==> config.mk <==
export PLATFORM = sky130hd
export DESIGN_NAME = dmem_pulp_bridge
export DESIGN_NICKNAME = d
export VERILOG_FILES = /design/src/hdl/dmem_pkg.sv /design/src/hdl/dmem_pulp_bridge.sv
export SDC_FILE = /design/constraint.sdc
export NUM_CORES = 1
export LEC_CHECK = 0
export BUFFER_PORTS_ARGS = -buffer_cell sky130_fd_sc_hd__buf_2
export CAP_MARGIN = 20
export CORE_AREA = 2 2 81 83
export CTS_CLUSTER_DIAMETER = 30
export DETAILED_ROUTE_END_ITERATION = 6
export DIE_AREA = 0 0 83 85
export PLACE_DENSITY = 0.59
export SLEW_MARGIN = 20
export SYNTH_ARGS = -nofsm -noshare
export SYNTH_HDL_FRONTEND = slang
export SYNTH_SLANG_ARGS = --single-unit
==> constraint.sdc <==
create_clock -name clk -period 0.9 [get_ports clk]
set_clock_uncertainty 0.2 [all_clocks]
set_input_delay 0.135 -clock clk [delete_from_list [all_inputs] [get_ports clk]]
set_output_delay 0.135 -clock clk [all_outputs]
set_load 0.1 [all_outputs]
==> src/hdl/dmem_pkg.sv <==
// Data memory bus types, command/width/response enums
// Byte enable helper shared by the TCM and the PULP bridge

package dmem_pkg;

    // Bus widths
    typedef logic [31:0] mem_addr_t;
    typedef logic [31:0] mem_data_t;
    typedef logic [3:0]  mem_be_t;

    typedef enum logic {
        MEM_CMD_RD = 1'b0,
        MEM_CMD_WR = 1'b1
    } mem_cmd_e;

    typedef enum logic [1:0] {
        MEM_WIDTH_BYTE  = 2'b00,
        MEM_WIDTH_HWORD = 2'b01,
        MEM_WIDTH_WORD  = 2'b10
    } mem_width_e;

    typedef enum logic [1:0] {
        MEM_RESP_IDLE   = 2'b00,
        MEM_RESP_RDY_OK = 2'b01,
        MEM_RESP_RDY_ER = 2'b10
    } mem_resp_e;

    // Lane enables from access width and address low bits
    function automatic mem_be_t mem_byte_en(mem_width_e width, logic [1:0] offs);
        mem_be_t be;
        case (width)
            MEM_WIDTH_BYTE:  be = mem_be_t'(4'b0001 << offs);
            MEM_WIDTH_HWORD: be = offs[1] ? 4'b1100 : 4'b0011;
            default:         be = 4'b1111;
        endcase
        return be;
    endfunction

endpackage : dmem_pkg

==> src/hdl/dmem_pulp_bridge.sv <==
// Core memory protocol to PULP req/gnt/rvalid bridge

`timescale 1ns/100ps

module dmem_pulp_bridge import dmem_pkg::*; (
    input  logic       clk,
    input  logic       rst_n_i,
    // Core side
    input  logic       req_i,
    input  mem_cmd_e   cmd_i,
    input  mem_width_e width_i,
    input  mem_addr_t  addr_i,
    input  mem_data_t  wdata_i,
    output logic       req_ack_o,
    output mem_data_t  rdata_o,
    output mem_resp_e  resp_o,
    // PULP side
    output mem_addr_t  data_addr_o,
    output logic       data_req_o,
    output logic       data_we_o,
    output mem_be_t    data_be_o,
    output mem_data_t  data_wdata_o,
    input  logic       data_gnt_i,
    input  logic       data_rvalid_i,
    input  mem_data_t  data_rdata_i,
    input  logic       data_err_i
);

logic pending;      // Granted, waiting for rvalid

// --------------------
// Request channel
// --------------------
assign data_req_o  = req_i & ~pending;
assign data_addr_o = addr_i;
assign data_we_o   = (cmd_i == MEM_CMD_WR);
assign data_be_o   = mem_byte_en(width_i, addr_i[1:0]);
assign req_ack_o   = data_req_o & data_gnt_i;

// Replicate narrow data over all lanes
always_comb begin
    case (width_i)
        MEM_WIDTH_BYTE:  data_wdata_o = {4{wdata_i[7:0]}};
        MEM_WIDTH_HWORD: data_wdata_o = {2{wdata_i[15:0]}};
        default:         data_wdata_o = wdata_i;
    endcase
end

always_ff @(posedge clk or negedge rst_n_i) begin
    if (!rst_n_i) begin
        pending <= 1'b0;
    end else if (req_ack_o) begin
        pending <= 1'b1;
    end else if (data_rvalid_i) begin
        pending <= 1'b0;
    end
end

// --------------------
// Response channel
// --------------------
assign rdata_o = data_rdata_i;

always_comb begin
    if (pending && data_rvalid_i) begin
        resp_o = data_err_i ? MEM_RESP_RDY_ER : MEM_RESP_RDY_OK;
    end else begin
        resp_o = MEM_RESP_IDLE;
    end
end

endmodule : dmem_pulp_bridge

==> key figures <==
Yosys
  • Mapped cell area: 0.00108 mm^2
  • Synth cell types: 16
  • Synth top area share: 50.6%
  • Syn_nets: 238
  • Cell taking the most area after synthesis: buf_4
  • Ys flop type: dfrtp_1
  • Syn Inst Count: 133
  • Post-synth top cells: 73 x buf_4, 16 x mux2_2, 10 x nand2_1
  • Synth Register Bits: 1
  • Mapped Avg Cell Area: 8.14 um^2
  • Ys Warns: 0
  • Sequential area share after synthesis: 2.31%
  • Top-count cell post-synth: buf_4
  • Post-synth EDFFs: 0
  • Post-synth ARST share: 100%
  • Synth top area cells: buf_4 51%, mux2_2 17%, mux2i_1 8.3%, o21ai_2 6.5%, nand2_1 3.5%

Timing
  • Clock period minus worst slack: 1340 ps
  • Final Max Tran Viols: 0
  • Worst setup margin: -437 ps
  • Final Hold Vio Count: 0
  • Max Clk Rate: 748 MHz
  • Max-slew headroom: 85.6%
  • Slew at the pin closest to its max-slew limit: 212 ps
  • Count of final setup violators: 33
  • Period utilization: 149%
  • Unrepaired setup endpoints after global routing: true

Critical path
  • Data required, critical path: 560 ps
  • Setup crit end kind: output port
  • CP arrival: 1000 ps
  • Reg2reg setup slack: -120 ps
  • Critical-path maximum fanout: 3
  • CP startpoint kind: input port
  • Setup Crit Path Kind: input port to output port

Finish
  • Final core utilization: 34.9%
  • Largest register FFs: 1
  • Share of post-route cells with drive strength above 1: 91.8%
  • N_diodes: 0
  • Register area: 26.3 um^2
  • Final net count: 265
  • Non-Filler Instances: 235
  • Area Overhead vs Synth: 99.9%
  • Fill cells: 592
  • Register with the most flip-flops: pending
  • Multi-input gate area: 704 um^2
  • Largest regs: pending x1

GRT
  • First-pass GRT wire length: 4890 um
  • Initial antenna violation count: 0
  • Gr usage total: 8.55%
  • Grt total ovfl: 0
  • Largest net degree at the start of global routing: 15
  • Vias in the first global route: 967

Placement
  • Hpwl dp: 2430 um
  • DP Worst Slack: -504 ps
  • Placed cells: 230
  • IO buf count: 83
  • Global placement routability congestion: 0.712

Routing
  • Vias: 924
  • DR pass1 iterations: 4
  • WL/cell: 13.9 um
  • WL final: 3280 um
  • Via density: 3.93
  • Antenna-violating nets left: 0
  • DRC viols: 0
  • Drt first-iter violations: 4

Power and ir drop
  • Maximum vdd drop: 0.000442 V
  • PwrDens: 1070 mW/mm^2
  • Sw frac: 59.0%
  • Reg power frac: 2.8%
  • LEAKAGE: 0.989 nW
  • Overall Power: 2.32 mW
  • Int Power: 948 uW
  • Combinational Power Share: 97.2%
  • Share of total power in the clock network: 0%
  • Switching pwr: 1.37 mW

Status
  • Failing checks: setup timing
  • Status: complete, but fails checks

Die
  • Initial Util: 17.4%
  • Core Area: 0.00620 mm^2
  • Die Ht: 85 um
  • Die area: 0.00706 mm^2
  • Row count: 29
  • Die width: 83 um
  • Ports: 210

Run
  • Maxcap violations: 0

Clocking
  • Clock Latency Late Sink: 0 ps

Worst hold path
  • Hold Crit Class: input port to output port
routing by layer:
metal  share of wire (%)  GRT usage (%)
met5                   0              0
met4                 4.3           3.73
met3                 8.5           2.04
met2                  50           15.4
met1                  37           9.60
worst max-delay path, stage by stage:
cell	delay, ps
buf_8	100
nor2_4	140
buf_6	140
mux2_4	320
buf_12	170
cell type report:
type | count | share of cell area, %
sequential | 1 | 1.21
multi-input combinational | 54 | 32.6
inverter | 1 | 0.174
tap | 77 | 4.45
timing repair buffer | 102 | 61.6
logic make-up after synthesis:
group                  Yosys count  share of synthesized area, %
flip-flops                       1                          2.31
buffers and inverters           78                          55.5
AND/OR/NAND/NOR                 17                          7.98
multiplexers                    25                          25.0
AO/OA/AOI/OAI                   12                          9.25
power groups by stage:
| stage | Clock (mW) | Combinational (mW) | Sequential [mW] |
|---|---|---|---|
| detailed placement | 0 | 2.14 | 0.0639 |
| global placement | 0 | 2.13 | 0.0629 |
| floorplan | 0 | 2.69 | 0.0616 |
| global route | 0 | 2.31 | 0.0651 |
| CTS | 0 | 2.23 | 0.0644 |
| finish | 0 | 2.25 | 0.0645 |
per-stage QoR:
step	instance area (um^2)	hold slack (ps)	TNS [ps]
CTS	2110	70.7	-11300
global placement	1960	-285	-13290
global route	2160	70.1	-12120
floorplan	1290	-361	-9070
finish	2160	70.0	-11330
detailed placement	1960	-282	-13580
worst paths after layout:
check | end | cells past startpoint | startpoint
max | data_wdata_o[11] | 5 | width_i[0]
min | data_addr_o[24] | 0 | addr_i[24]
max reg2reg | pending | 2 | pending
min reg2reg | pending | 2 | pending
max in group asynchronous | pending | 2 | rst_n_i
min in group asynchronous | pending | 2 | rst_n_i
placed cells by master, fill, tap and decap left out, types with 2 or more instances in the layout:
cell,n
buf_6,5
mux2_4,16
mux2i_4,3
a21o_4,2
mux2i_1,2
buf_4,14
nor2_4,4
o21ai_4,8
o21bai_4,2
nand2_1,9
buf_12,46
mux2i_2,4
buf_2,33
what timing repair did:
item / in CTS / in global routing
hold buffers: 1 / 0
cloned: 2 / 0
hold endpoints to repair: 1 / 0
endpoints found under the setup margin: 34 / 37
pin swaps: 5 / 0
resized for setup: 19 / 11
buffers inserted: 1 / 1
No activity file was read; power rests on OpenSTA's default activity.
