## src/hdl/dmem_pkg.sv

```systemverilog
// Data memory bus types, command/width/response enums
// Byte enable helper shared by the TCM and the PULP bridge

package dmem_pkg;

    // Bus widths
    typedef logic [31:0] mem_addr_t;
    typedef logic [31:0] mem_data_t;
    typedef logic [3:0]  mem_be_t;

    typedef enum logic {
        MEM_CMD_RD = 1'b0,
        MEM_CMD_WR = 1'b1
    } mem_cmd_e;

    typedef enum logic [1:0] {
        MEM_WIDTH_BYTE  = 2'b00,
        MEM_WIDTH_HWORD = 2'b01,
        MEM_WIDTH_WORD  = 2'b10
    } mem_width_e;

    typedef enum logic [1:0] {
        MEM_RESP_IDLE   = 2'b00,
        MEM_RESP_RDY_OK = 2'b01,
        MEM_RESP_RDY_ER = 2'b10
    } mem_resp_e;

    // Lane enables from access width and address low bits
    function automatic mem_be_t mem_byte_en(mem_width_e width, logic [1:0] offs);
        mem_be_t be;
        case (width)
            MEM_WIDTH_BYTE:  be = mem_be_t'(4'b0001 << offs);
            MEM_WIDTH_HWORD: be = offs[1] ? 4'b1100 : 4'b0011;
            default:         be = 4'b1111;
        endcase
        return be;
    endfunction

endpackage : dmem_pkg

```

## src/hdl/dmem_timer.sv

```systemverilog
// Memory-mapped machine timer
// Control, mtime and mtimecmp registers with compare interrupt

`timescale 1ns/100ps

module dmem_timer import dmem_pkg::*; (
    input  logic       clk,
    input  logic       rst_n_i,
    input  logic       req_i,
    input  mem_cmd_e   cmd_i,
    input  mem_width_e width_i,
    input  mem_addr_t  addr_i,
    input  mem_data_t  wdata_i,
    output logic       req_ack_o,
    output mem_data_t  rdata_o,
    output mem_resp_e  resp_o,
    output logic       timer_irq_o
);

// Register offsets
localparam logic [4:0] OFFS_CTRL        = 5'h00;
localparam logic [4:0] OFFS_MTIME_LO    = 5'h08;
localparam logic [4:0] OFFS_MTIME_HI    = 5'h0C;
localparam logic [4:0] OFFS_MTIMECMP_LO = 5'h10;
localparam logic [4:0] OFFS_MTIMECMP_HI = 5'h14;

logic [4:0]  offs;
logic        acc_ok;
logic        wr_en;
logic        ctrl_en;
logic [63:0] mtime;
logic [63:0] mtimecmp;

assign offs      = addr_i[4:0];
assign req_ack_o = req_i;

always_comb begin
    case (offs)
        OFFS_CTRL, OFFS_MTIME_LO, OFFS_MTIME_HI,
        OFFS_MTIMECMP_LO, OFFS_MTIMECMP_HI: acc_ok = (width_i == MEM_WIDTH_WORD);
        default:                            acc_ok = 1'b0;
    endcase
end

assign wr_en = req_i & acc_ok & (cmd_i == MEM_CMD_WR);

// --------------------
// Registers
// --------------------
always_ff @(posedge clk or negedge rst_n_i) begin
    if (!rst_n_i) begin
        ctrl_en  <= 1'b0;
        mtimecmp <= '1;                 // No interrupt until programmed
    end else if (wr_en) begin
        case (offs)
            OFFS_CTRL:        ctrl_en         <= wdata_i[0];
            OFFS_MTIMECMP_LO: mtimecmp[31:0]  <= wdata_i;
            OFFS_MTIMECMP_HI: mtimecmp[63:32] <= wdata_i;
            default: ;
        endcase
    end
end

// Software write takes priority over the increment
always_ff @(posedge clk or negedge rst_n_i) begin
    if (!rst_n_i) begin
        mtime <= '0;
    end else if (wr_en && offs == OFFS_MTIME_LO) begin
        mtime[31:0] <= wdata_i;
    end else if (wr_en && offs == OFFS_MTIME_HI) begin
        mtime[63:32] <= wdata_i;
    end else if (ctrl_en) begin
        mtime <= mtime + 64'd1;
    end
end

always_ff @(posedge clk or negedge rst_n_i) begin
    if (!rst_n_i) begin
        timer_irq_o <= 1'b0;
    end else begin
        timer_irq_o <= (mtime >= mtimecmp);
    end
end

// --------------------
// Read and response
// --------------------
always_ff @(posedge clk) begin
    if (req_i) begin
        case (offs)
            OFFS_CTRL:        rdata_o <= {31'd0, ctrl_en};
            OFFS_MTIME_LO:    rdata_o <= mtime[31:0];
            OFFS_MTIME_HI:    rdata_o <= mtime[63:32];
            OFFS_MTIMECMP_LO: rdata_o <= mtimecmp[31:0];
            OFFS_MTIMECMP_HI: rdata_o <= mtimecmp[63:32];
            default:          rdata_o <= '0;
        endcase
    end
end

always_ff @(posedge clk or negedge rst_n_i) begin
    if (!rst_n_i) begin
        resp_o <= MEM_RESP_IDLE;
    end else if (req_i) begin
        resp_o <= acc_ok ? MEM_RESP_RDY_OK : MEM_RESP_RDY_ER;
    end else begin
        resp_o <= MEM_RESP_IDLE;
    end
end

endmodule : dmem_timer

```

## config.mk

```make
export PLATFORM = sky130hd
export DESIGN_NAME = dmem_timer
export DESIGN_NICKNAME = d
export VERILOG_FILES = /design/src/hdl/dmem_pkg.sv /design/src/hdl/dmem_timer.sv
export SDC_FILE = /design/constraint.sdc
export NUM_CORES = 1
export LEC_CHECK = 0
export BUFFER_PORTS_ARGS = -buffer_cell sky130_fd_sc_hd__clkbuf_2
export CORE_MARGIN = 2
export CORE_UTILIZATION = 60
export DETAILED_ROUTE_END_ITERATION = 12
export PLACE_DENSITY = 0.84
export SLEW_MARGIN = 0
export SYNTH_ARGS = -nofsm -noshare
export SYNTH_HDL_FRONTEND = slang
export SYNTH_SLANG_ARGS = --single-unit
export TNS_END_PERCENT = 5
```

## constraint.sdc

```tcl
create_clock -name clk -period 5.1 [get_ports clk]
set_clock_uncertainty 0.15 [all_clocks]
set_input_delay 0 -clock clk [delete_from_list [all_inputs] [get_ports clk]]
set_output_delay 0 -clock clk [all_outputs]
set_load 0.005 [all_outputs]
```

==> run metrics, run 1 <==
drt pass-1 iters=5; Setup Fix Bufs, Post-CTS=0; synthesized-area fraction occupied by adder cells=under 10%; Row Count=46; capturing point of the worst reg2reg path=timer_irq_o; grt total ovfl=0; Post-CTS Hold Buffers=39; Post-DP HPWL=17.6 mm; Bufs on Longest Clock Path=2; area grow syn2layout=15.2%; Post-Layout Cell Count=1367; simple-gate share of the synthesized area=18.6%; post-cts repair resize count=0; CTS tree=done; CP Depth=8; mapped cell area=just under 10000 sq um; Gate Count Post-Synth=1046; first-pass GRT wire length=approximately 44 mm; total track usage=31.3%; worst hold path class=input pin to flip-flop; Synth area leaders=dfrtp_1, dfstp_2, edfxtp_1, ha_1, o21ai_0; number of buffers created by CTS=17; cell count of the worst hold path=2; placed inst area=between 10000 and 15000 sq um; number of I/O pins=106; Post-Layout Inst Area=around 11000 sq um; R2R depth=8; crit end category=flip-flop; commonest non-fill, non-tap cells in the layout=nand2_1, o21ai_0, inv_1; Reg clk slew, reported paths=0.06 ns; CP peak stage delay=about 0.63 ns; vias in the first global route=8484; predominant post-synthesis flop cell=dfrtp_1; drt drc=0; CP endpoint=timer_irq_o; IO Port Bufs=78; Synth Area in XOR/XNOR=4.37%; share of cells above drive strength 1=roughly 18%; Nets=about 1300; chip width=between 100 and 150 microns; maxcap violations=0; Die Footprint=roughly 17000 sq um; top cell type's share of synthesized area=about 17%; CP bufs+invs=1; routed len/inst=19.4 microns; WP data required=5.26 ns; delay-heaviest family, CP=compound AO/OA/AOI/OAI gates; fin crit share=63.0%; WP data arrival=approximately 3.4 ns; Yosys cell types=61; Post-Route WL=between 20 and 30 mm; VDD IR max=0.271 mV; fin util=70.9%; most used cell, CP=a2111oi_0; EDFF count, synth=32; Vias/cell=6.32; initial antenna violation count=0; status=complete, no violations; Compound-Gate Fraction of Synth Area=15.2%; Slew HR=16.6%; Syn Area/Cell=about 9.4 sq um; pins over their slew limit=0; initial core utilization=61.6%; unrepaired setup endpoints after global routing=false; worst-path cell chain=inv_1, ha_1, nand2b_1, a2111oi_0, a2111oi_0, nor4b_1, o31ai_1, a211o_1; largest net degree at the start of global routing=76; # setup viols final=0; insertion delay to the later sink of the worst-skew pair=0.44 ns; R2R setup slack=1.88 ns; placed cell count=~1300; largest family of logic cells by synthesized area=simple AND/OR/NAND/NOR gates; # diodes=0; CP Max Fanout=7; post-synth net total=1181; Slowest cell on crit path=nor4b_1; most common cell after layout, fill and taps aside=nand2_1; Critical R2R Launch=mtime[0]; Final Hold Violating Endpoints=0; Pwr per Cell Area=267 nW/um^2; CTS sink cnt=164; Final GP Congestion=0.887; multiplexer area fraction after synthesis=4.01%; Leakage Power=~5.2 nW; crit path time final=3.22 ns; clk root buf=clkbuf_16; DR vias=8633; CP Class=flip-flop to flip-flop; Core ar.=15900 sq um; TNS Setup=0 ns; Async SR Flop Fraction=a little over 80%; DIE HEIGHT=between 100 and 150 microns; Yosys warning count=0; ANT nets after route=0; H-tree depth=4; post-synth top area cell=dfrtp_1; fmax=311 MHz; Worst Setup SP=mtime[0]; DRT iter0 DRCs=just over 800; Critical Path Start Type=flip-flop; worst slew pin tran=~1.2 ns; Seq/Total Area, Yosys=44.2%; Yosys reg bits=164
## registers in the layout (all words and copies together) (netlist names)
register and count:
mtime 64, mtimecmp 64, rdata_o 32, resp_o 2, ctrl_en 1, timer_irq_o 1
## stage by stage
step	hold WS (ns)	worst slack, ns	power, W
floorplan	-0.446	2.81	0.00162
global placement	0.0545	2.06	0.00173
detailed placement	0.0557	2.04	0.00175
CTS	0.0211	1.93	0.00301
global route	0.0555	1.89	0.00311
finish	0.00961	1.88	0.00302
## kinds of logic (layout without fill, tap and decap cells)
family          Yosys count  in the layout
compound gates          250            250
xor+xnor                 49             49
fa+ha+maj                65             65
buf+inv                 134            239
flops                   164            164
mux                      39             39
simple gates            345            345
## worst min-delay path by stage
stage	start	to	slack, ns
floorplan	rst_n_i	ctrl_en	-0.45
global placement	rst_n_i	resp_o[0]	0.05
detailed placement	rst_n_i	resp_o[0]	0.06
CTS	req_i	rdata_o[12]	0.02
global route	req_i	rdata_o[12]	0.06
finish	req_i	rdata_o[13]	0.01
## synthesized netlist by cell type, types with 13 or more instances
cell type and n:
a21oi_1 22, a22oi_1 32, clkbuf_1 44, dfrtp_1 68, dfstp_2 64, edfxtp_1 32, ha_1 65, inv_1 82
mux2i_1 36, nand2_1 156, nand3_1 33, nand4_1 25, nor2_1 30, nor3_1 20, nor4_1 13, o21ai_0 142
xnor2_1 34, xor2_1 15
## report_power, final
group          switching, W  internal (W)
clock              0.000528      0.000736
combinational      0.000154      0.000121
sequential        0.0000799       0.00140
total              0.000763       0.00226
## layout make-up
type	instances	area (sq um)
tap	216	270
timing repair buffer	125	843
fill	1169	4630
clock buffer	24	503
sequential	164	4340
clock inverter	8	71.3
inverter	82	308
multi-input combinational	748	4970
## metal layers
metal  wire (microns)  part of all wire [%]  track usage, %  vias to the layer above
met5                0                     0               0                        -
met4              921                   3.5            13.5                        0
met3             1840                   6.9            4.81                       85
met2            12900                    48            51.2                      414
met1            11000                    41            41.6                     4203
li1                 -                     -               -                     3931
(Power assumes the default switching activity.)
==> run 2, diff against run 1 <==
CORE_UTILIZATION = 54   (was 60)
PLACE_DENSITY = 0.8   (was 0.84)
clock period = 2.61 ns   (was 5.1 ns; I/O delays follow)
==> run 2 against run 1 <==
  * The run now ends with negative setup slack left
  * Largest power group unchanged
  * Fmax grew 21%
  * Non-clock buffer count grew 70
  * Sequential cell count is the same
  * Cell count grew 6.1%
  * Die area grew 11%
  * Register-to-register slack lost 1.9 ns
  * Utilization shrank 4.1 points
  * Clock power grew 93%
==> run metrics, run 2 (synthesis results as in run 1) <==
insertion delay to the later sink of the worst-skew pair=0.43 ns; pins over their slew limit=0; total track usage=around 29%; commonest non-fill, non-tap cells in the layout=nand2_1, o21ai_0, inv_1; CP Depth=8; Slew HR=47.7%; # setup viols final=1; CTS tree=done; Critical Path Start Type=flip-flop; share of cells above drive strength 1=22.8%; status=finished with violations; vias in the first global route=~8700; area grow syn2layout=21.9%; Pint=0.00449 W; Pwr per Cell Area=between 400 and 500 nW/um^2; Reg clk slew, reported paths=0.06 ns; total power=roughly 0.0059 W; Vias/cell=6.04; P_sw=0.00146 W; Final GP Congestion=0.992; chip width=139 microns; Final Hold Violating Endpoints=0; DIE HEIGHT=approximately 140 microns; CP bufs+invs=1; number of I/O pins=between 100 and 150; drt drc=0; crit end category=flip-flop; Flop pwr share=48.0%; number of buffers created by CTS=17; WP data arrival=2.81 ns; worst slew pin tran=0.784 ns; drt pass-1 iters=5; fin crit share=101%; most used cell, CP=a2111oi_2; failing checks=negative setup slack; Bufs on Longest Clock Path=2; unrepaired setup endpoints after global routing=true; R2R setup slack=-0.04 ns; worst hold path class=input pin to asynchronous set/reset pin; first-pass GRT wire length=45.7 mm; most common cell after layout, fill and taps aside=nand2_1; delay-heaviest family, CP=compound AO/OA/AOI/OAI gates; VDD IR max=0.489 mV; worst hold slack=about 0.045 ns; IO Port Bufs=78; Die Footprint=roughly 19000 sq um; largest net degree at the start of global routing=65; CP Max Fanout=2; crit path time final=2.65 ns; switch share=24.5%; final worst slack=-0.0369 ns; routed len/inst=19.1 microns; WP data required=roughly 2.8 ns; maxcap violations=0; Post-Layout Inst Area=12000 sq um; met1 WL=11.7 mm; Post-Route WL=around 28 mm; CP peak stage delay=roughly 0.53 ns; Leakage Power=around 5.6 nW; H-tree depth=4; fmax=between 300 and 400 MHz; met3 WL=between 1.5 and 2 mm; DR top layer=met4; CP Class=flip-flop to flip-flop; Core ar.=17900 sq um; Row Count=49; met2 WL=13.3 mm; R2R depth=8; initial antenna violation count=0; grt total ovfl=0; Slowest cell on crit path=dfstp_2; initial core utilization=54.8%; power share of the clock group=roughly two fifths; Nets=1343; Comb pwr share=about 11%; CTS sink cnt=164; # diodes=0; clk root buf=clkbuf_16; placed inst area=10900 sq um; DRT iter0 DRCs=852; Post-DP HPWL=20.0 mm; DR vias=8761; biggest regs=mtime: 64 flops, mtimecmp: 64 flops, rdata_o: 32 flops; worst-path cell chain=ha_1, nand2b_1, a2111oi_2, a2111oi_2, nor4b_1, buf_4, o31ai_2, a211o_1; ANT nets after route=0
-- run 2: worst paths after layout --
check,start,to
max in group asynchronous,rst_n_i,mtimecmp[10]
min in group clk,addr_i[1],ctrl_en
setup / recovery,mtimecmp[0],timer_irq_o
hold / removal,rst_n_i,mtime[25]
setup reg to reg,mtimecmp[0],timer_irq_o
hold reg to reg,mtimecmp[4],mtimecmp[4]
-- run 2: what timing repair did --
item	CTS	global route
pin swaps	1	2
resized for setup	10	5
buffers inserted	0	0
hold buffers	42	0
endpoints found under the hold margin	189	0
endpoints found under the setup margin	1	27
-- run 2: layout make-up --
type / count / area [sq um]
flip-flops and latches: 164 / 4350
multi-input cells: 748 / 5040
clock inverters: 6 / 77.6
well taps: 229 / 287
fillers: 1381 / 5940
inverters: 82 / 308
clock buffers: 26 / 479
repair buffers: 195 / 1430
-- run 2: layer usage --
| metal | global-route usage, % | up-vias |
|---|---|---|
| met3 | 4.28 | 63 |
| met1 | 40.1 | 4241 |
| met4 | 11.7 | 0 |
| met5 | 0 | - |
| met2 | 48.0 | 386 |
| li1 | - | 4071 |
-- run 2: power by group through the flow --
stage | Clock [W] | Combinational [W] | Sequential [W]
after CTS | 0.00245 | 0.000649 | 0.00285
after global placement | 0 | 0.000568 | 0.00289
after detailed placement | 0 | 0.000585 | 0.00289
final | 0.00243 | 0.000659 | 0.00285
after global routing | 0.00255 | 0.000728 | 0.00287
after floorplan | 0 | 0.000274 | 0.00289
-- run 2: through the flow --
stage	utilization (%)	cells	setup TNS (ns)	worst slack [ns]
after floorplan	-	1046	0	0.315
after global placement	61.0	1376	-0.358	-0.358
after detailed placement	61.0	1376	-0.403	-0.403
after CTS	66.7	1450	0	0.0369
after global routing	66.8	1450	-0.0886	-0.0853
final	66.8	1450	-0.0369	-0.0369
