$ cat src/hdl/dmem_pkg.sv
// Data memory bus types, command/width/response enums
// Byte enable helper shared by the TCM and the PULP bridge

package dmem_pkg;

    // Bus widths
    typedef logic [31:0] mem_addr_t;
    typedef logic [31:0] mem_data_t;
    typedef logic [3:0]  mem_be_t;

    typedef enum logic {
        MEM_CMD_RD = 1'b0,
        MEM_CMD_WR = 1'b1
    } mem_cmd_e;

    typedef enum logic [1:0] {
        MEM_WIDTH_BYTE  = 2'b00,
        MEM_WIDTH_HWORD = 2'b01,
        MEM_WIDTH_WORD  = 2'b10
    } mem_width_e;

    typedef enum logic [1:0] {
        MEM_RESP_IDLE   = 2'b00,
        MEM_RESP_RDY_OK = 2'b01,
        MEM_RESP_RDY_ER = 2'b10
    } mem_resp_e;

    // Lane enables from access width and address low bits
    function automatic mem_be_t mem_byte_en(mem_width_e width, logic [1:0] offs);
        mem_be_t be;
        case (width)
            MEM_WIDTH_BYTE:  be = mem_be_t'(4'b0001 << offs);
            MEM_WIDTH_HWORD: be = offs[1] ? 4'b1100 : 4'b0011;
            default:         be = 4'b1111;
        endcase
        return be;
    endfunction

endpackage : dmem_pkg

$ cat src/hdl/dmem_router.sv
// Data memory router
// Address decode to TCM, timer or external port, response steering

`timescale 1ns/100ps

module dmem_router import dmem_pkg::*; #(
    parameter mem_addr_t TCM_ADDR_MASK      = 32'hFFFF_C000,
    parameter mem_addr_t TCM_ADDR_PATTERN   = 32'h0048_0000,
    parameter mem_addr_t TIMER_ADDR_MASK    = 32'hFFFF_FFE0,
    parameter mem_addr_t TIMER_ADDR_PATTERN = 32'h0049_0000
) (
    input  logic       clk,
    input  logic       rst_n_i,
    // Core side
    input  logic       dmem_req_i,
    input  mem_cmd_e   dmem_cmd_i,
    input  mem_width_e dmem_width_i,
    input  mem_addr_t  dmem_addr_i,
    input  mem_data_t  dmem_wdata_i,
    output logic       dmem_req_ack_o,
    output mem_data_t  dmem_rdata_o,
    output mem_resp_e  dmem_resp_o,
    // TCM port
    output logic       tcm_req_o,
    output mem_cmd_e   tcm_cmd_o,
    output mem_width_e tcm_width_o,
    output mem_addr_t  tcm_addr_o,
    output mem_data_t  tcm_wdata_o,
    input  logic       tcm_req_ack_i,
    input  mem_data_t  tcm_rdata_i,
    input  mem_resp_e  tcm_resp_i,
    // Timer port
    output logic       timer_req_o,
    output mem_cmd_e   timer_cmd_o,
    output mem_width_e timer_width_o,
    output mem_addr_t  timer_addr_o,
    output mem_data_t  timer_wdata_o,
    input  logic       timer_req_ack_i,
    input  mem_data_t  timer_rdata_i,
    input  mem_resp_e  timer_resp_i,
    // External port
    output logic       ext_req_o,
    output mem_cmd_e   ext_cmd_o,
    output mem_width_e ext_width_o,
    output mem_addr_t  ext_addr_o,
    output mem_data_t  ext_wdata_o,
    input  logic       ext_req_ack_i,
    input  mem_data_t  ext_rdata_i,
    input  mem_resp_e  ext_resp_i
);

typedef enum logic {
    ST_ADDR,
    ST_DATA
} router_state_e;

typedef enum logic [1:0] {
    PORT_EXT,
    PORT_TCM,
    PORT_TIMER
} port_sel_e;

router_state_e state;
port_sel_e     port_sel;        // Decoded from the current address
port_sel_e     port_sel_r;      // Port of the outstanding request
logic          sel_req_ack;
mem_data_t     sel_rdata;
mem_resp_e     sel_resp;
logic          resp_done;
logic          req_open;
logic          accept;

// --------------------
// Address decode
// --------------------
always_comb begin
    if ((dmem_addr_i & TCM_ADDR_MASK) == TCM_ADDR_PATTERN) begin
        port_sel = PORT_TCM;
    end else if ((dmem_addr_i & TIMER_ADDR_MASK) == TIMER_ADDR_PATTERN) begin
        port_sel = PORT_TIMER;
    end else begin
        port_sel = PORT_EXT;
    end
end

always_comb begin
    case (port_sel)
        PORT_TCM:   sel_req_ack = tcm_req_ack_i;
        PORT_TIMER: sel_req_ack = timer_req_ack_i;
        default:    sel_req_ack = ext_req_ack_i;
    endcase
end

// Response comes back from the port latched at acceptance
always_comb begin
    case (port_sel_r)
        PORT_TCM: begin
            sel_rdata = tcm_rdata_i;
            sel_resp  = tcm_resp_i;
        end
        PORT_TIMER: begin
            sel_rdata = timer_rdata_i;
            sel_resp  = timer_resp_i;
        end
        default: begin
            sel_rdata = ext_rdata_i;
            sel_resp  = ext_resp_i;
        end
    endcase
end

assign resp_done = (state == ST_DATA) && (sel_resp != MEM_RESP_IDLE);
assign req_open  = (state == ST_ADDR) || resp_done;   // Back-to-back on response cycle
assign accept    = dmem_req_i & req_open & sel_req_ack;

// --------------------
// Request fan-out
// --------------------
assign tcm_req_o     = dmem_req_i & req_open & (port_sel == PORT_TCM);
assign timer_req_o   = dmem_req_i & req_open & (port_sel == PORT_TIMER);
assign ext_req_o     = dmem_req_i & req_open & (port_sel == PORT_EXT);

assign tcm_cmd_o     = dmem_cmd_i;
assign tcm_width_o   = dmem_width_i;
assign tcm_addr_o    = dmem_addr_i;
assign tcm_wdata_o   = dmem_wdata_i;
assign timer_cmd_o   = dmem_cmd_i;
assign timer_width_o = dmem_width_i;
assign timer_addr_o  = dmem_addr_i;
assign timer_wdata_o = dmem_wdata_i;
assign ext_cmd_o     = dmem_cmd_i;
assign ext_width_o   = dmem_width_i;
assign ext_addr_o    = dmem_addr_i;
assign ext_wdata_o   = dmem_wdata_i;

assign dmem_req_ack_o = accept;
assign dmem_resp_o    = (state == ST_DATA) ? sel_resp : MEM_RESP_IDLE;
assign dmem_rdata_o   = sel_rdata;

// --------------------
// FSM
// --------------------
always_ff @(posedge clk or negedge rst_n_i) begin
    if (!rst_n_i) begin
        state      <= ST_ADDR;
        port_sel_r <= PORT_EXT;
    end else if (accept) begin
        state      <= ST_DATA;
        port_sel_r <= port_sel;
    end else if (resp_done) begin
        state      <= ST_ADDR;
    end
end

endmodule : dmem_router

$ cat config.mk
export PLATFORM = sky130hd
export DESIGN_NAME = dmem_router
export DESIGN_NICKNAME = d
export VERILOG_FILES = /design/src/hdl/dmem_pkg.sv /design/src/hdl/dmem_router.sv
export SDC_FILE = /design/constraint.sdc
export NUM_CORES = 1
export LEC_CHECK = 0
export ABC_CLOCK_PERIOD_IN_PS = 1940
export BUFFER_PORTS_ARGS = -buffer_cell sky130_fd_sc_hd__clkbuf_2
export CAP_MARGIN = 20
export CORE_AREA = 2 2 161 163
export CTS_BUF_LIST = sky130_fd_sc_hd__clkbuf_8
export DETAILED_ROUTE_END_ITERATION = 10
export DIE_AREA = 0 0 163 165
export PLACE_DENSITY = 0.49
export REMOVE_ABC_BUFFERS = 1
export SLEW_MARGIN = 20
export SYNTH_ARGS = -nofsm -noshare
export SYNTH_HDL_FRONTEND = slang
export SYNTH_SLANG_ARGS = --single-unit
$ cat constraint.sdc
create_clock -name clk -period 1.94 [get_ports clk]
set_input_delay 0.097 -clock clk [delete_from_list [all_inputs] [get_ports clk]]
set_output_delay 0.097 -clock clk [all_outputs]
set_load 0.05 [all_outputs]
==> run summary, run 1 <==
Placeable Area - 0.0250 mm2
Cell row count - 58
Clock buffer depth - 2
Post-Synthesis Cells - 367
Library cell used as clock root buffer - sky130_fd_sc_hd__clkbuf_8
Largest area contributor in the netlist - sky130_fd_sc_hd__buf_4
Maximum frequency from static timing analysis - 487 MHz
Maximum number of pins on one net before global-route repair - 39
Area enclosed by the die boundary - 0.0269 mm2
Cell area after synthesis - 0.00252 mm2
Worst-path cell chain - inv_2 > ha_4 > a221o_1 > o21ai_2 > and3_4 > buf_4 > nor4_4 > buf_8
Number of remaining DRC errors - 0
Clock transition at path regs - 0.03 ns
Commonest non-fill, non-tap cell in the layout - sky130_fd_sc_hd__clkbuf_2
Final hold vios - 0
Post-synthesis area per instance - 6.86 um2
CP max stage delay - 0.42 ns
Netlist cell types - 28
Share of cells above drive strength 1 - 0.700
Half-perimeter wire length after placement - 11900 um
Max-cap violations - 0
Global-route wire length before repair - 16900 um
Final Util - 0.125
Average vias per placed instance - 3.66
Clock Skew - 0.00289 ns
Sink count of the clock tree - 3
Count of final max-slew check failures - 0
Wire length reported by the detailed router - 14100 um
Overall die width - 163 um
Data required time at the worst endpoint - 1.84 ns
Mean routed wirelength per cell - 18.4 um
Post-synthesis register bit count - 3
IR Drop Worst-Case VDD - 292 uV
Unrepaired setup endpoints after global routing - yes
Critical Path Fanout Max - 5
Placement Setup Slack - -0.250 ns
Fraction of the yosys area taken by sequential cells - 0.0298
Overall via count from detail_route - 2806
Clock tree from TritonCTS - built
Crit-path slowest cell - sky130_fd_sc_hd__dfrtp_1
Post-route fraction of the period consumed by the critical path - 1.06
Arrival time worst endpoint - 1.96 ns
Kind of path behind the tightest hold check - primary input to flop
Nets@finish - 614
Ranking of synthesized cells by area - sky130_fd_sc_hd__buf_4 60%, sky130_fd_sc_hd__a22oi_1 9.8%, sky130_fd_sc_hd__o21ai_0 7.6%, sky130_fd_sc_hd__nand2_1 5.2%, sky130_fd_sc_hd__dfrtp_1 3.0%
Number of port buffers - 253
Length of the first detailed-routing pass in iterations - 4
Routability-driven placement congestion ratio - 0.788
Leakage power summed over all cells - 1.61 nW
Global-route congestion overflow total - 0
Slew margin rel. - 0.738
# diodes - 0
Result of the run - finished, violations left
I/O pin total - 414
Initial antenna violation count - 0
Setup violation total in the final timing report - 4
Least setup slack across all paths after layout - -0.115 ns
Design area - 0.00313 mm2
H-tree Lvls - 1
First DRT Iteration DRCs - 101
Actual slew at the worst max-slew pin - 0.390 ns
Total power density per cell area - 365 mW/mm2
Number of global-route vias before repair - 2311
TritonCTS buffer count - 3
Total GRT Usage - 0.0928
TNS Setup - -0.269 ns
Skew-Pair Late Insertion Delay - 0.22 ns
Failing checks - negative setup slack
Most frequent cells in the layout - 236 x sky130_fd_sc_hd__clkbuf_2, 34 x sky130_fd_sc_hd__nand2_1, 33 x sky130_fd_sc_hd__a22oi_1, 33 x sky130_fd_sc_hd__o21ai_0, 32 x sky130_fd_sc_hd__buf_4
Nature of the critical path startpoint - flop
Initial Utilization - 0.100
Die height - 165 um
Type of the worst setup path - flop to output port
Count of cells along the worst register-to-register path - 7
Post-DP Area - 0.00287 mm2
Layout Area Growth over Synthesis - 24.2%
Top-area cell type share of the netlist area - 0.600
Detail Route Antenna Nets - 0
Final critical-path required period - 2.06 ns
Instance count along the most critical hold path - 2
Critical path capture point type - output port
Synthesis warning total - 0
## layout make-up
cell class	instances	area, um2
clock buffers	3	41.3
clock inverters	1	3.75
repair buffers	282	1630
fillers	2944	21900
multi-input cells	141	940
flip-flops and latches	3	75.1
inverters	6	22.5
well taps	330	413
## worst paths after layout
kind,from,to,slack (ns)
max,port_sel_r[0],tcm_req_o,-0.12
min,dmem_req_i,state,0.16
max reg2reg,port_sel_r[0],port_sel_r[1],0.06
min reg2reg,port_sel_r[1],port_sel_r[1],0.63
max in group asynchronous,rst_n_i,state,1.54
min in group asynchronous,rst_n_i,port_sel_r[1],0.28
## sequential cells by signal, summed over array words and instances, names as in the netlist
name and flops:
state 1, port_sel_r 2
## layer usage
layer | wire length [um] | track usage
met5 | 174 | 0.0739
met4 | 127 | 0.0205
met3 | 3170 | 0.0909
met2 | 5690 | 0.136
met1 | 4900 | 0.0885
## worst max-delay path, delay by kind of cell, from the launching register on
family / cells / cell delay [ns]
AOI/OAI and AO/OA: 2 / 0.21
adders and majority gates: 1 / 0.31
buffers and inverters: 3 / 0.40
DFF: 1 / 0.42
and+or+nand+nor: 2 / 0.41
## power by group
part	total, mW	leakage, nW	switching [mW]	internal, mW
Clock	0.181	0.0269	0.0458	0.135
Sequential	0.0667	0.0409	0.00209	0.0646
Combinational	0.893	1.55	0.638	0.255
## through the flow
step / hold WS [ns] / power [mW] / instances
3_3_place_gp: -0.0934 / 0.930 / 757
2_1_floorplan: -0.199 / 0.271 / 150
4_1_cts: 0.145 / 1.12 / 763
3_5_place_dp: -0.0930 / 0.928 / 757
6_report: 0.158 / 1.14 / 766
5_1_grt: 0.166 / 1.19 / 766
## kinds of logic after synthesis
group | Yosys count | share of synthesized area
and+or+nand+nor | 56 | 0.115
adders and majority gates | 2 | 0.00994
DFF | 3 | 0.0298
AOI/OAI and AO/OA | 83 | 0.211
buffers and inverters | 223 | 0.634
## cells in the mapped netlist
library cell	instances
sky130_fd_sc_hd__buf_4	201
sky130_fd_sc_hd__o21ai_0	38
sky130_fd_sc_hd__nand2_1	35
sky130_fd_sc_hd__a22oi_1	33
sky130_fd_sc_hd__clkbuf_1	13
sky130_fd_sc_hd__inv_1	6
sky130_fd_sc_hd__nor2_1	6
sky130_fd_sc_hd__nor4_1	4
sky130_fd_sc_hd__a31oi_1	3
sky130_fd_sc_hd__buf_2	3
sky130_fd_sc_hd__dfrtp_1	3
sky130_fd_sc_hd__a221o_1	2
sky130_fd_sc_hd__a31o_2	2
sky130_fd_sc_hd__and3_1	2
sky130_fd_sc_hd__ha_1	2
sky130_fd_sc_hd__o31ai_1	2
sky130_fd_sc_hd__a21oi_1	1
sky130_fd_sc_hd__a41oi_1	1
sky130_fd_sc_hd__nand3_1	1
sky130_fd_sc_hd__nand4_2	1
sky130_fd_sc_hd__nor3_1	1
sky130_fd_sc_hd__nor4_2	1
sky130_fd_sc_hd__nor4b_2	1
sky130_fd_sc_hd__nor4b_4	1
sky130_fd_sc_hd__o21a_1	1
sky130_fd_sc_hd__or2_0	1
sky130_fd_sc_hd__or3_4	1
sky130_fd_sc_hd__or4_1	1
## what timing repair did
item | 4_1_cts | 5_1_grt
hold buffers | 1 | 0
buffers inserted | 1 | 4
cloned | 0 | 0
endpoints found under the setup margin | 30 | 31
resized for setup | 22 | 43
pin swaps | 1 | 6
endpoints found under the hold margin | 3 | 0
No activity file was read; power rests on OpenSTA's default activity.
==> inputs of run 2 (changes only) <==
--- a/config.mk
+++ b/config.mk
@@ -9,9 +9,10 @@
 export BUFFER_PORTS_ARGS = -buffer_cell sky130_fd_sc_hd__clkbuf_2
 export CAP_MARGIN = 20
 export CORE_AREA = 2 2 161 163
-export CTS_BUF_LIST = sky130_fd_sc_hd__clkbuf_8
+export CTS_BUF_LIST = sky130_fd_sc_hd__clkbuf_16
 export DETAILED_ROUTE_END_ITERATION = 10
 export DIE_AREA = 0 0 163 165
+export MAX_ROUTING_LAYER = met4
 export PLACE_DENSITY = 0.49
 export REMOVE_ABC_BUFFERS = 1
 export SLEW_MARGIN = 20
==> run 2 against run 1 <==
  * The run still ends with negative setup slack left
  * Utilization barely moved
  * Largest cell class unchanged
  * Critical path depth did not move
  * Clock power rose by 78%
  * Final area barely moved
  * Highest routed layer is now met4
  * Sequential share of layout area barely moved
  * Via count fell by 2.2%
  * Fmax rose by 2.0%
==> run summary, run 2 (synthesized netlist as in run 1, its figures left out) <==
Most frequent cells in the layout - 236 x sky130_fd_sc_hd__clkbuf_2, 34 x sky130_fd_sc_hd__nand2_1, 33 x sky130_fd_sc_hd__a22oi_1, 33 x sky130_fd_sc_hd__o21ai_0, 29 x sky130_fd_sc_hd__buf_4
Nets@finish - 611
Overall via count from detail_route - 2745
Final Util - 0.125
Power dissipated by switching net loads - 695 uW
Wire length reported by the detailed router - 14100 um
Part of the power in the clock network - 0.252
Kind of path behind the tightest hold check - primary input to flop
Count of final max-slew check failures - 0
Half-perimeter wire length after placement - 11900 um
Slew margin rel. - 0.743
Layout Area Growth over Synthesis - 24.3%
Failing checks - negative setup slack
Placement Setup Slack - -0.250 ns
Total GRT Usage - 0.0956
Least setup slack across all paths after layout - -0.0742 ns
Library cell used as clock root buffer - sky130_fd_sc_hd__clkbuf_16
Instance count along the most critical hold path - 2
Startpoint of the lowest-slack register-to-register path - port_sel_r[0]
Length of the first detailed-routing pass in iterations - 4
Total of fill cells in the finished design - 2940
Total internal power - 580 uW
Number of global-route vias before repair - 2261
Initial Utilization - 0.100
Clock tree from TritonCTS - built
Worst hold margin - 0.140 ns
CP Capture Point - dmem_req_ack_o
PnR Total Power - 1.27 mW
Worst reg2reg setup slack - 0.05 ns
Overall die width - 163 um
Sink count of the clock tree - 3
Global-route wire length before repair - 16900 um
Share of cells above drive strength 1 - 0.695
Commonest non-fill, non-tap cell in the layout - sky130_fd_sc_hd__clkbuf_2
Arrival time worst endpoint - 1.92 ns
Maximum frequency from static timing analysis - 496 MHz
Largest register by flop count - port_sel_r
Post-route fraction of the period consumed by the critical path - 1.04
Initial antenna violation count - 0
Reg-to-reg endpoint - port_sel_r[0]
Average vias per placed instance - 3.60
TritonCTS buffer count - 3
Final critical-path required period - 2.01 ns
Count of cells along the worst register-to-register path - 9
Placeable Area - 0.0250 mm2
Design area - 0.00313 mm2
Final hold vios - 0
Flip-flop count of the largest register, all copies and words added - 2
Sequential fraction of design power - 0.052
Maximum number of pins on one net before global-route repair - 39
Critical Path Fanout Max - 5
Critical path capture point type - output port
Routability-driven placement congestion ratio - 0.800
Registers with the most flip-flops - port_sel_r (2), state (1)
Type of the worst setup path - flop to output port
# diodes - 0
Skew-Pair Late Insertion Delay - 0.22 ns
H-tree Lvls - 1
Data required time at the worst endpoint - 1.84 ns
Clock buffer depth - 2
Total power density per cell area - 408 mW/mm2
FF/Latch Area - 75.1 um2
Actual slew at the worst max-slew pin - 0.383 ns
Max-cap violations - 0
First DRT Iteration DRCs - 96
Number of port buffers - 253
Source of the critical timing path - port_sel_r[0]
Global-route congestion overflow total - 0
Nature of the critical path startpoint - flop
Cell row count - 58
Clock transition at path regs - 0.03 ns
Detail Route Antenna Nets - 0
Unrepaired setup endpoints after global routing - yes
Area enclosed by the die boundary - 0.0269 mm2
IR Drop Worst-Case VDD - 251 uV
Number of remaining DRC errors - 0
Clock Skew - 0.00221 ns
Mean routed wirelength per cell - 18.5 um
Share of total power consumed by net switching - 0.545
Setup violation total in the final timing report - 4
Die height - 165 um
Leakage power summed over all cells - 1.61 nW
Result of the run - finished, violations left
Multi-input logic area - 937 um2
I/O pin total - 414
Post-DP Area - 0.00287 mm2
Part of the total power dissipated in combinational logic - 0.695
-- run 2: cell count changes in the layout (fill, tap and decap cells not counted), sizes merged --
cell,delta
clkbuf,+1
buf,-4
-- run 2: worst min path at each step --
| stage | from | end |
|---|---|---|
| 2_1_floorplan | rst_n_i | port_sel_r[0] |
| 3_3_place_gp | rst_n_i | state |
| 3_5_place_dp | rst_n_i | state |
| 4_1_cts | dmem_req_i | state |
| 5_1_grt | dmem_req_i | state |
| 6_report | dmem_req_i | state |
-- run 2: metal layers --
layer	wire length, um	global-route usage
met5	0	-
met3	3120	0.0881
met1	5150	0.0958
met4	95	0.0157
met2	5730	0.139
-- run 2: area by class of cell --
type                    instances  share of cell area
clock buffers                   3              0.0240
clock inverters                 1             0.00120
inverters                       6             0.00720
multi-input cells             141               0.300
flip-flops and latches          3              0.0240
well taps                     330               0.132
repair buffers                279               0.512
-- run 2: power groups by stage --
stage	registers (mW)	logic, mW	clock network (mW)
detailed placement	0.0668	0.862	0
global route	0.0665	0.924	0.339
floorplan	0.0664	0.205	0
global placement	0.0668	0.863	0
CTS	0.0662	0.876	0.326
finish	0.0665	0.886	0.322
-- run 2: worst max-delay path: stages (launching register included) --
cell,delay [ns]
sky130_fd_sc_hd__dfrtp_1,0.42
sky130_fd_sc_hd__inv_2,0.07
sky130_fd_sc_hd__ha_4,0.24
sky130_fd_sc_hd__a221o_1,0.28
sky130_fd_sc_hd__o21ai_2,0.11
sky130_fd_sc_hd__a31oi_1,0.13
sky130_fd_sc_hd__buf_4,0.16
sky130_fd_sc_hd__and3_4,0.15
sky130_fd_sc_hd__buf_8,0.14
-- run 2: stage by stage --
stage,instances,TNS (ns)
after floorplan,150,-27.95
after global routing,763,-0.688
after CTS,763,-0.666
after global placement,757,-0.434
after detailed placement,757,-0.687
final,763,-0.202
-- run 2: repair_timing --
item	4_1_cts	5_1_grt
setup buffers	1	1
hold endpoints to repair	3	0
pin swaps	1	6
resized for setup	20	43
hold buffers	1	0
endpoints found under the setup margin	31	32
==> inputs of run 3 (changes only) <==
--- a/config.mk
+++ b/config.mk
@@ -6,14 +6,14 @@
 export NUM_CORES = 1
 export LEC_CHECK = 0
 export ABC_CLOCK_PERIOD_IN_PS = 1940
-export BUFFER_PORTS_ARGS = -buffer_cell sky130_fd_sc_hd__clkbuf_2
 export CAP_MARGIN = 20
-export CORE_AREA = 2 2 161 163
+export CORE_AREA = 2 2 160 162
 export CTS_BUF_LIST = sky130_fd_sc_hd__clkbuf_16
 export DETAILED_ROUTE_END_ITERATION = 10
-export DIE_AREA = 0 0 163 165
+export DIE_AREA = 0 0 162 164
+export DONT_BUFFER_PORTS = 1
 export MAX_ROUTING_LAYER = met4
-export PLACE_DENSITY = 0.49
+export PLACE_DENSITY = 0.35
 export REMOVE_ABC_BUFFERS = 1
 export SLEW_MARGIN = 20
 export SYNTH_ARGS = -nofsm -noshare
==> run 3 against run 2 <==
  * The flow still finishes with violations (negative setup slack)
  * Global-route usage decreased by 0.30 points
  * Non-clock buffer count fell by 218
  * Total power down 43%
  * Via count fell by 28%
  * Clock power about the same
  * Sequential power increased by 0.9%
  * Critical endpoint is now timer_req_o
  * Largest cell class is now multi-input gates
==> run summary, run 3 (synthesized netlist as in run 1, its figures left out) <==
Length of the first detailed-routing pass in iterations - 4
Die height - 164 um
Clock tree from TritonCTS - built
Number of port buffers - 0
Worst hold margin - 0.0321 ns
Setup violation total in the final timing report - 4
Maximum frequency from static timing analysis - 505 MHz
Global-route wire length before repair - 16000 um
Clock Skew - 0.00179 ns
PnR Total Power - 726 uW
Mean routed wirelength per cell - 25.4 um
Area enclosed by the die boundary - 0.0266 mm2
IR Drop Worst-Case VDD - 449 uV
Clock transition at path regs - 0.03 ns
Detail Route Antenna Nets - 0
First DRT Iteration DRCs - 145
I/O pin total - 414
Largest register by flop count - port_sel_r
Global-route congestion overflow total - 0
Max-cap violations - 0
Nets@finish - 393
H-tree Lvls - 1
Slew margin rel. - 0.691
Flip-flop count of the largest register, all copies and words added - 2
Count of final max-slew check failures - 0
Failing checks - negative setup slack
Total power density per cell area - 328 mW/mm2
Kind of path behind the tightest hold check - primary input to flop
Library cell used as clock root buffer - sky130_fd_sc_hd__clkbuf_16
Initial antenna violation count - 1
# diodes - 0
Half-perimeter wire length after placement - 11600 um
Share of cells above drive strength 1 - 0.442
Sink count of the clock tree - 3
TritonCTS buffer count - 3
Placeable Area - 0.0248 mm2
Routability-driven placement congestion ratio - 0.851
Registers with the most flip-flops - port_sel_r (2), state (1)
Final hold vios - 0
Average vias per placed instance - 3.61
Arrival time worst endpoint - 1.88 ns
Maximum number of pins on one net before global-route repair - 49
Data required time at the worst endpoint - 1.84 ns
Post-route fraction of the period consumed by the critical path - 1.02
Overall die width - 162 um
Final critical-path required period - 1.98 ns
Unrepaired setup endpoints after global routing - yes
Commonest non-fill, non-tap cell in the layout - sky130_fd_sc_hd__buf_4
Critical path capture point type - output port
Result of the run - finished, violations left
Nature of the critical path startpoint - flop
Most frequent cells in the layout - 37 x sky130_fd_sc_hd__buf_4, 35 x sky130_fd_sc_hd__nand2_1, 32 x sky130_fd_sc_hd__a22oi_1
Critical Path Fanout Max - 4
Number of remaining DRC errors - 0
Clock buffer depth - 2
Cell row count - 58
Leakage power summed over all cells - 0.740 nW
Actual slew at the worst max-slew pin - 0.459 ns
Skew-Pair Late Insertion Delay - 0.22 ns
Type of the worst setup path - flop to output port
Least setup slack across all paths after layout - -0.0412 ns
Total GRT Usage - 0.0926
Design area - 0.00221 mm2
Post-DP Area - 0.00179 mm2
Wire length reported by the detailed router - 13800 um
Overall via count from detail_route - 1967
Number of global-route vias before repair - 1729
Initial Utilization - 0.101
Layout Area Growth over Synthesis - -12.1%
## run 3: cell types whose count changed in the layout (fill, tap and decap cells not counted), moves of 4 or more
cell                       previous run  this run
sky130_fd_sc_hd__o21ai_0             33         4
sky130_fd_sc_hd__buf_4               29        37
sky130_fd_sc_hd__o21ai_1              2        23
sky130_fd_sc_hd__clkbuf_2           236         0
sky130_fd_sc_hd__o21ai_2              3         7
sky130_fd_sc_hd__buf_6                2        17
sky130_fd_sc_hd__o21ai_4              0         4
## run 3: worst max-delay path: stages (launching register included)
cell and delay (ns):
sky130_fd_sc_hd__dfrtp_1 0.40, sky130_fd_sc_hd__buf_6 0.13, sky130_fd_sc_hd__ha_4 0.16, sky130_fd_sc_hd__a221o_1 0.37
sky130_fd_sc_hd__o21ai_4 0.11, sky130_fd_sc_hd__and3_4 0.26, sky130_fd_sc_hd__nor4_4 0.06, sky130_fd_sc_hd__buf_12 0.17
## run 3: layer usage
metal / routed length [um] / GRT usage / vias up / share of wire
met5: 0 / - / - / 0
met4: 164 / 0.0113 / 0 / 0.012
met3: 3160 / 0.0972 / 19 / 0.23
met2: 5730 / 0.133 / 337 / 0.41
met1: 4790 / 0.0887 / 882 / 0.35
li1: - / - / 729 / -
## run 3: stage by stage
step | setup slack (ns) | util | TNS [ns] | cells
after floorplan | -1.76 | - | -27.95 | 150
after global placement | -0.106 | 0.0721 | -0.288 | 532
after detailed placement | -0.190 | 0.0721 | -0.659 | 532
after CTS | -0.0608 | 0.0811 | -0.235 | 542
after global routing | -0.126 | 0.0891 | -0.620 | 545
final | -0.0412 | 0.0891 | -0.121 | 545
## run 3: worst paths after layout
check	from	endpoint	slack, ns	cells after the start
max in group asynchronous	rst_n_i	state	1.60	1
worst max register to register	port_sel_r[0]	port_sel_r[1]	0.07	7
worst min register to register	port_sel_r[1]	port_sel_r[1]	0.73	3
min in group asynchronous	rst_n_i	port_sel_r[1]	0.16	1
worst max-delay path	port_sel_r[0]	timer_req_o	-0.04	7
worst min-delay path	dmem_req_i	state	0.03	1
## run 3: area by class of cell
type	count	area, um2
Fill cell	2909	22600
Tap cell	330	413
Multi-Input combinational cell	141	1020
Inverter	6	22.5
Timing Repair Buffer	61	599
Sequential cell	3	75.1
Clock buffer	3	75.1
Clock inverter	1	3.75
## run 3: what timing repair did
item	4_1_cts	5_1_grt
gates resized for setup	21	36
gates cloned	0	2
hold buffers	1	0
hold endpoints to repair	3	0
setup buffers	6	3
endpoints found under the setup margin	21	17
pin swaps	5	5
## run 3: power breakdown
group | leakage (nW) | internal (mW) | total [mW] | switching, mW
Combinational | 0.657 | 0.119 | 0.337 | 0.218
Sequential | 0.0409 | 0.0646 | 0.0671 | 0.00247
Clock | 0.0423 | 0.266 | 0.322 | 0.0561
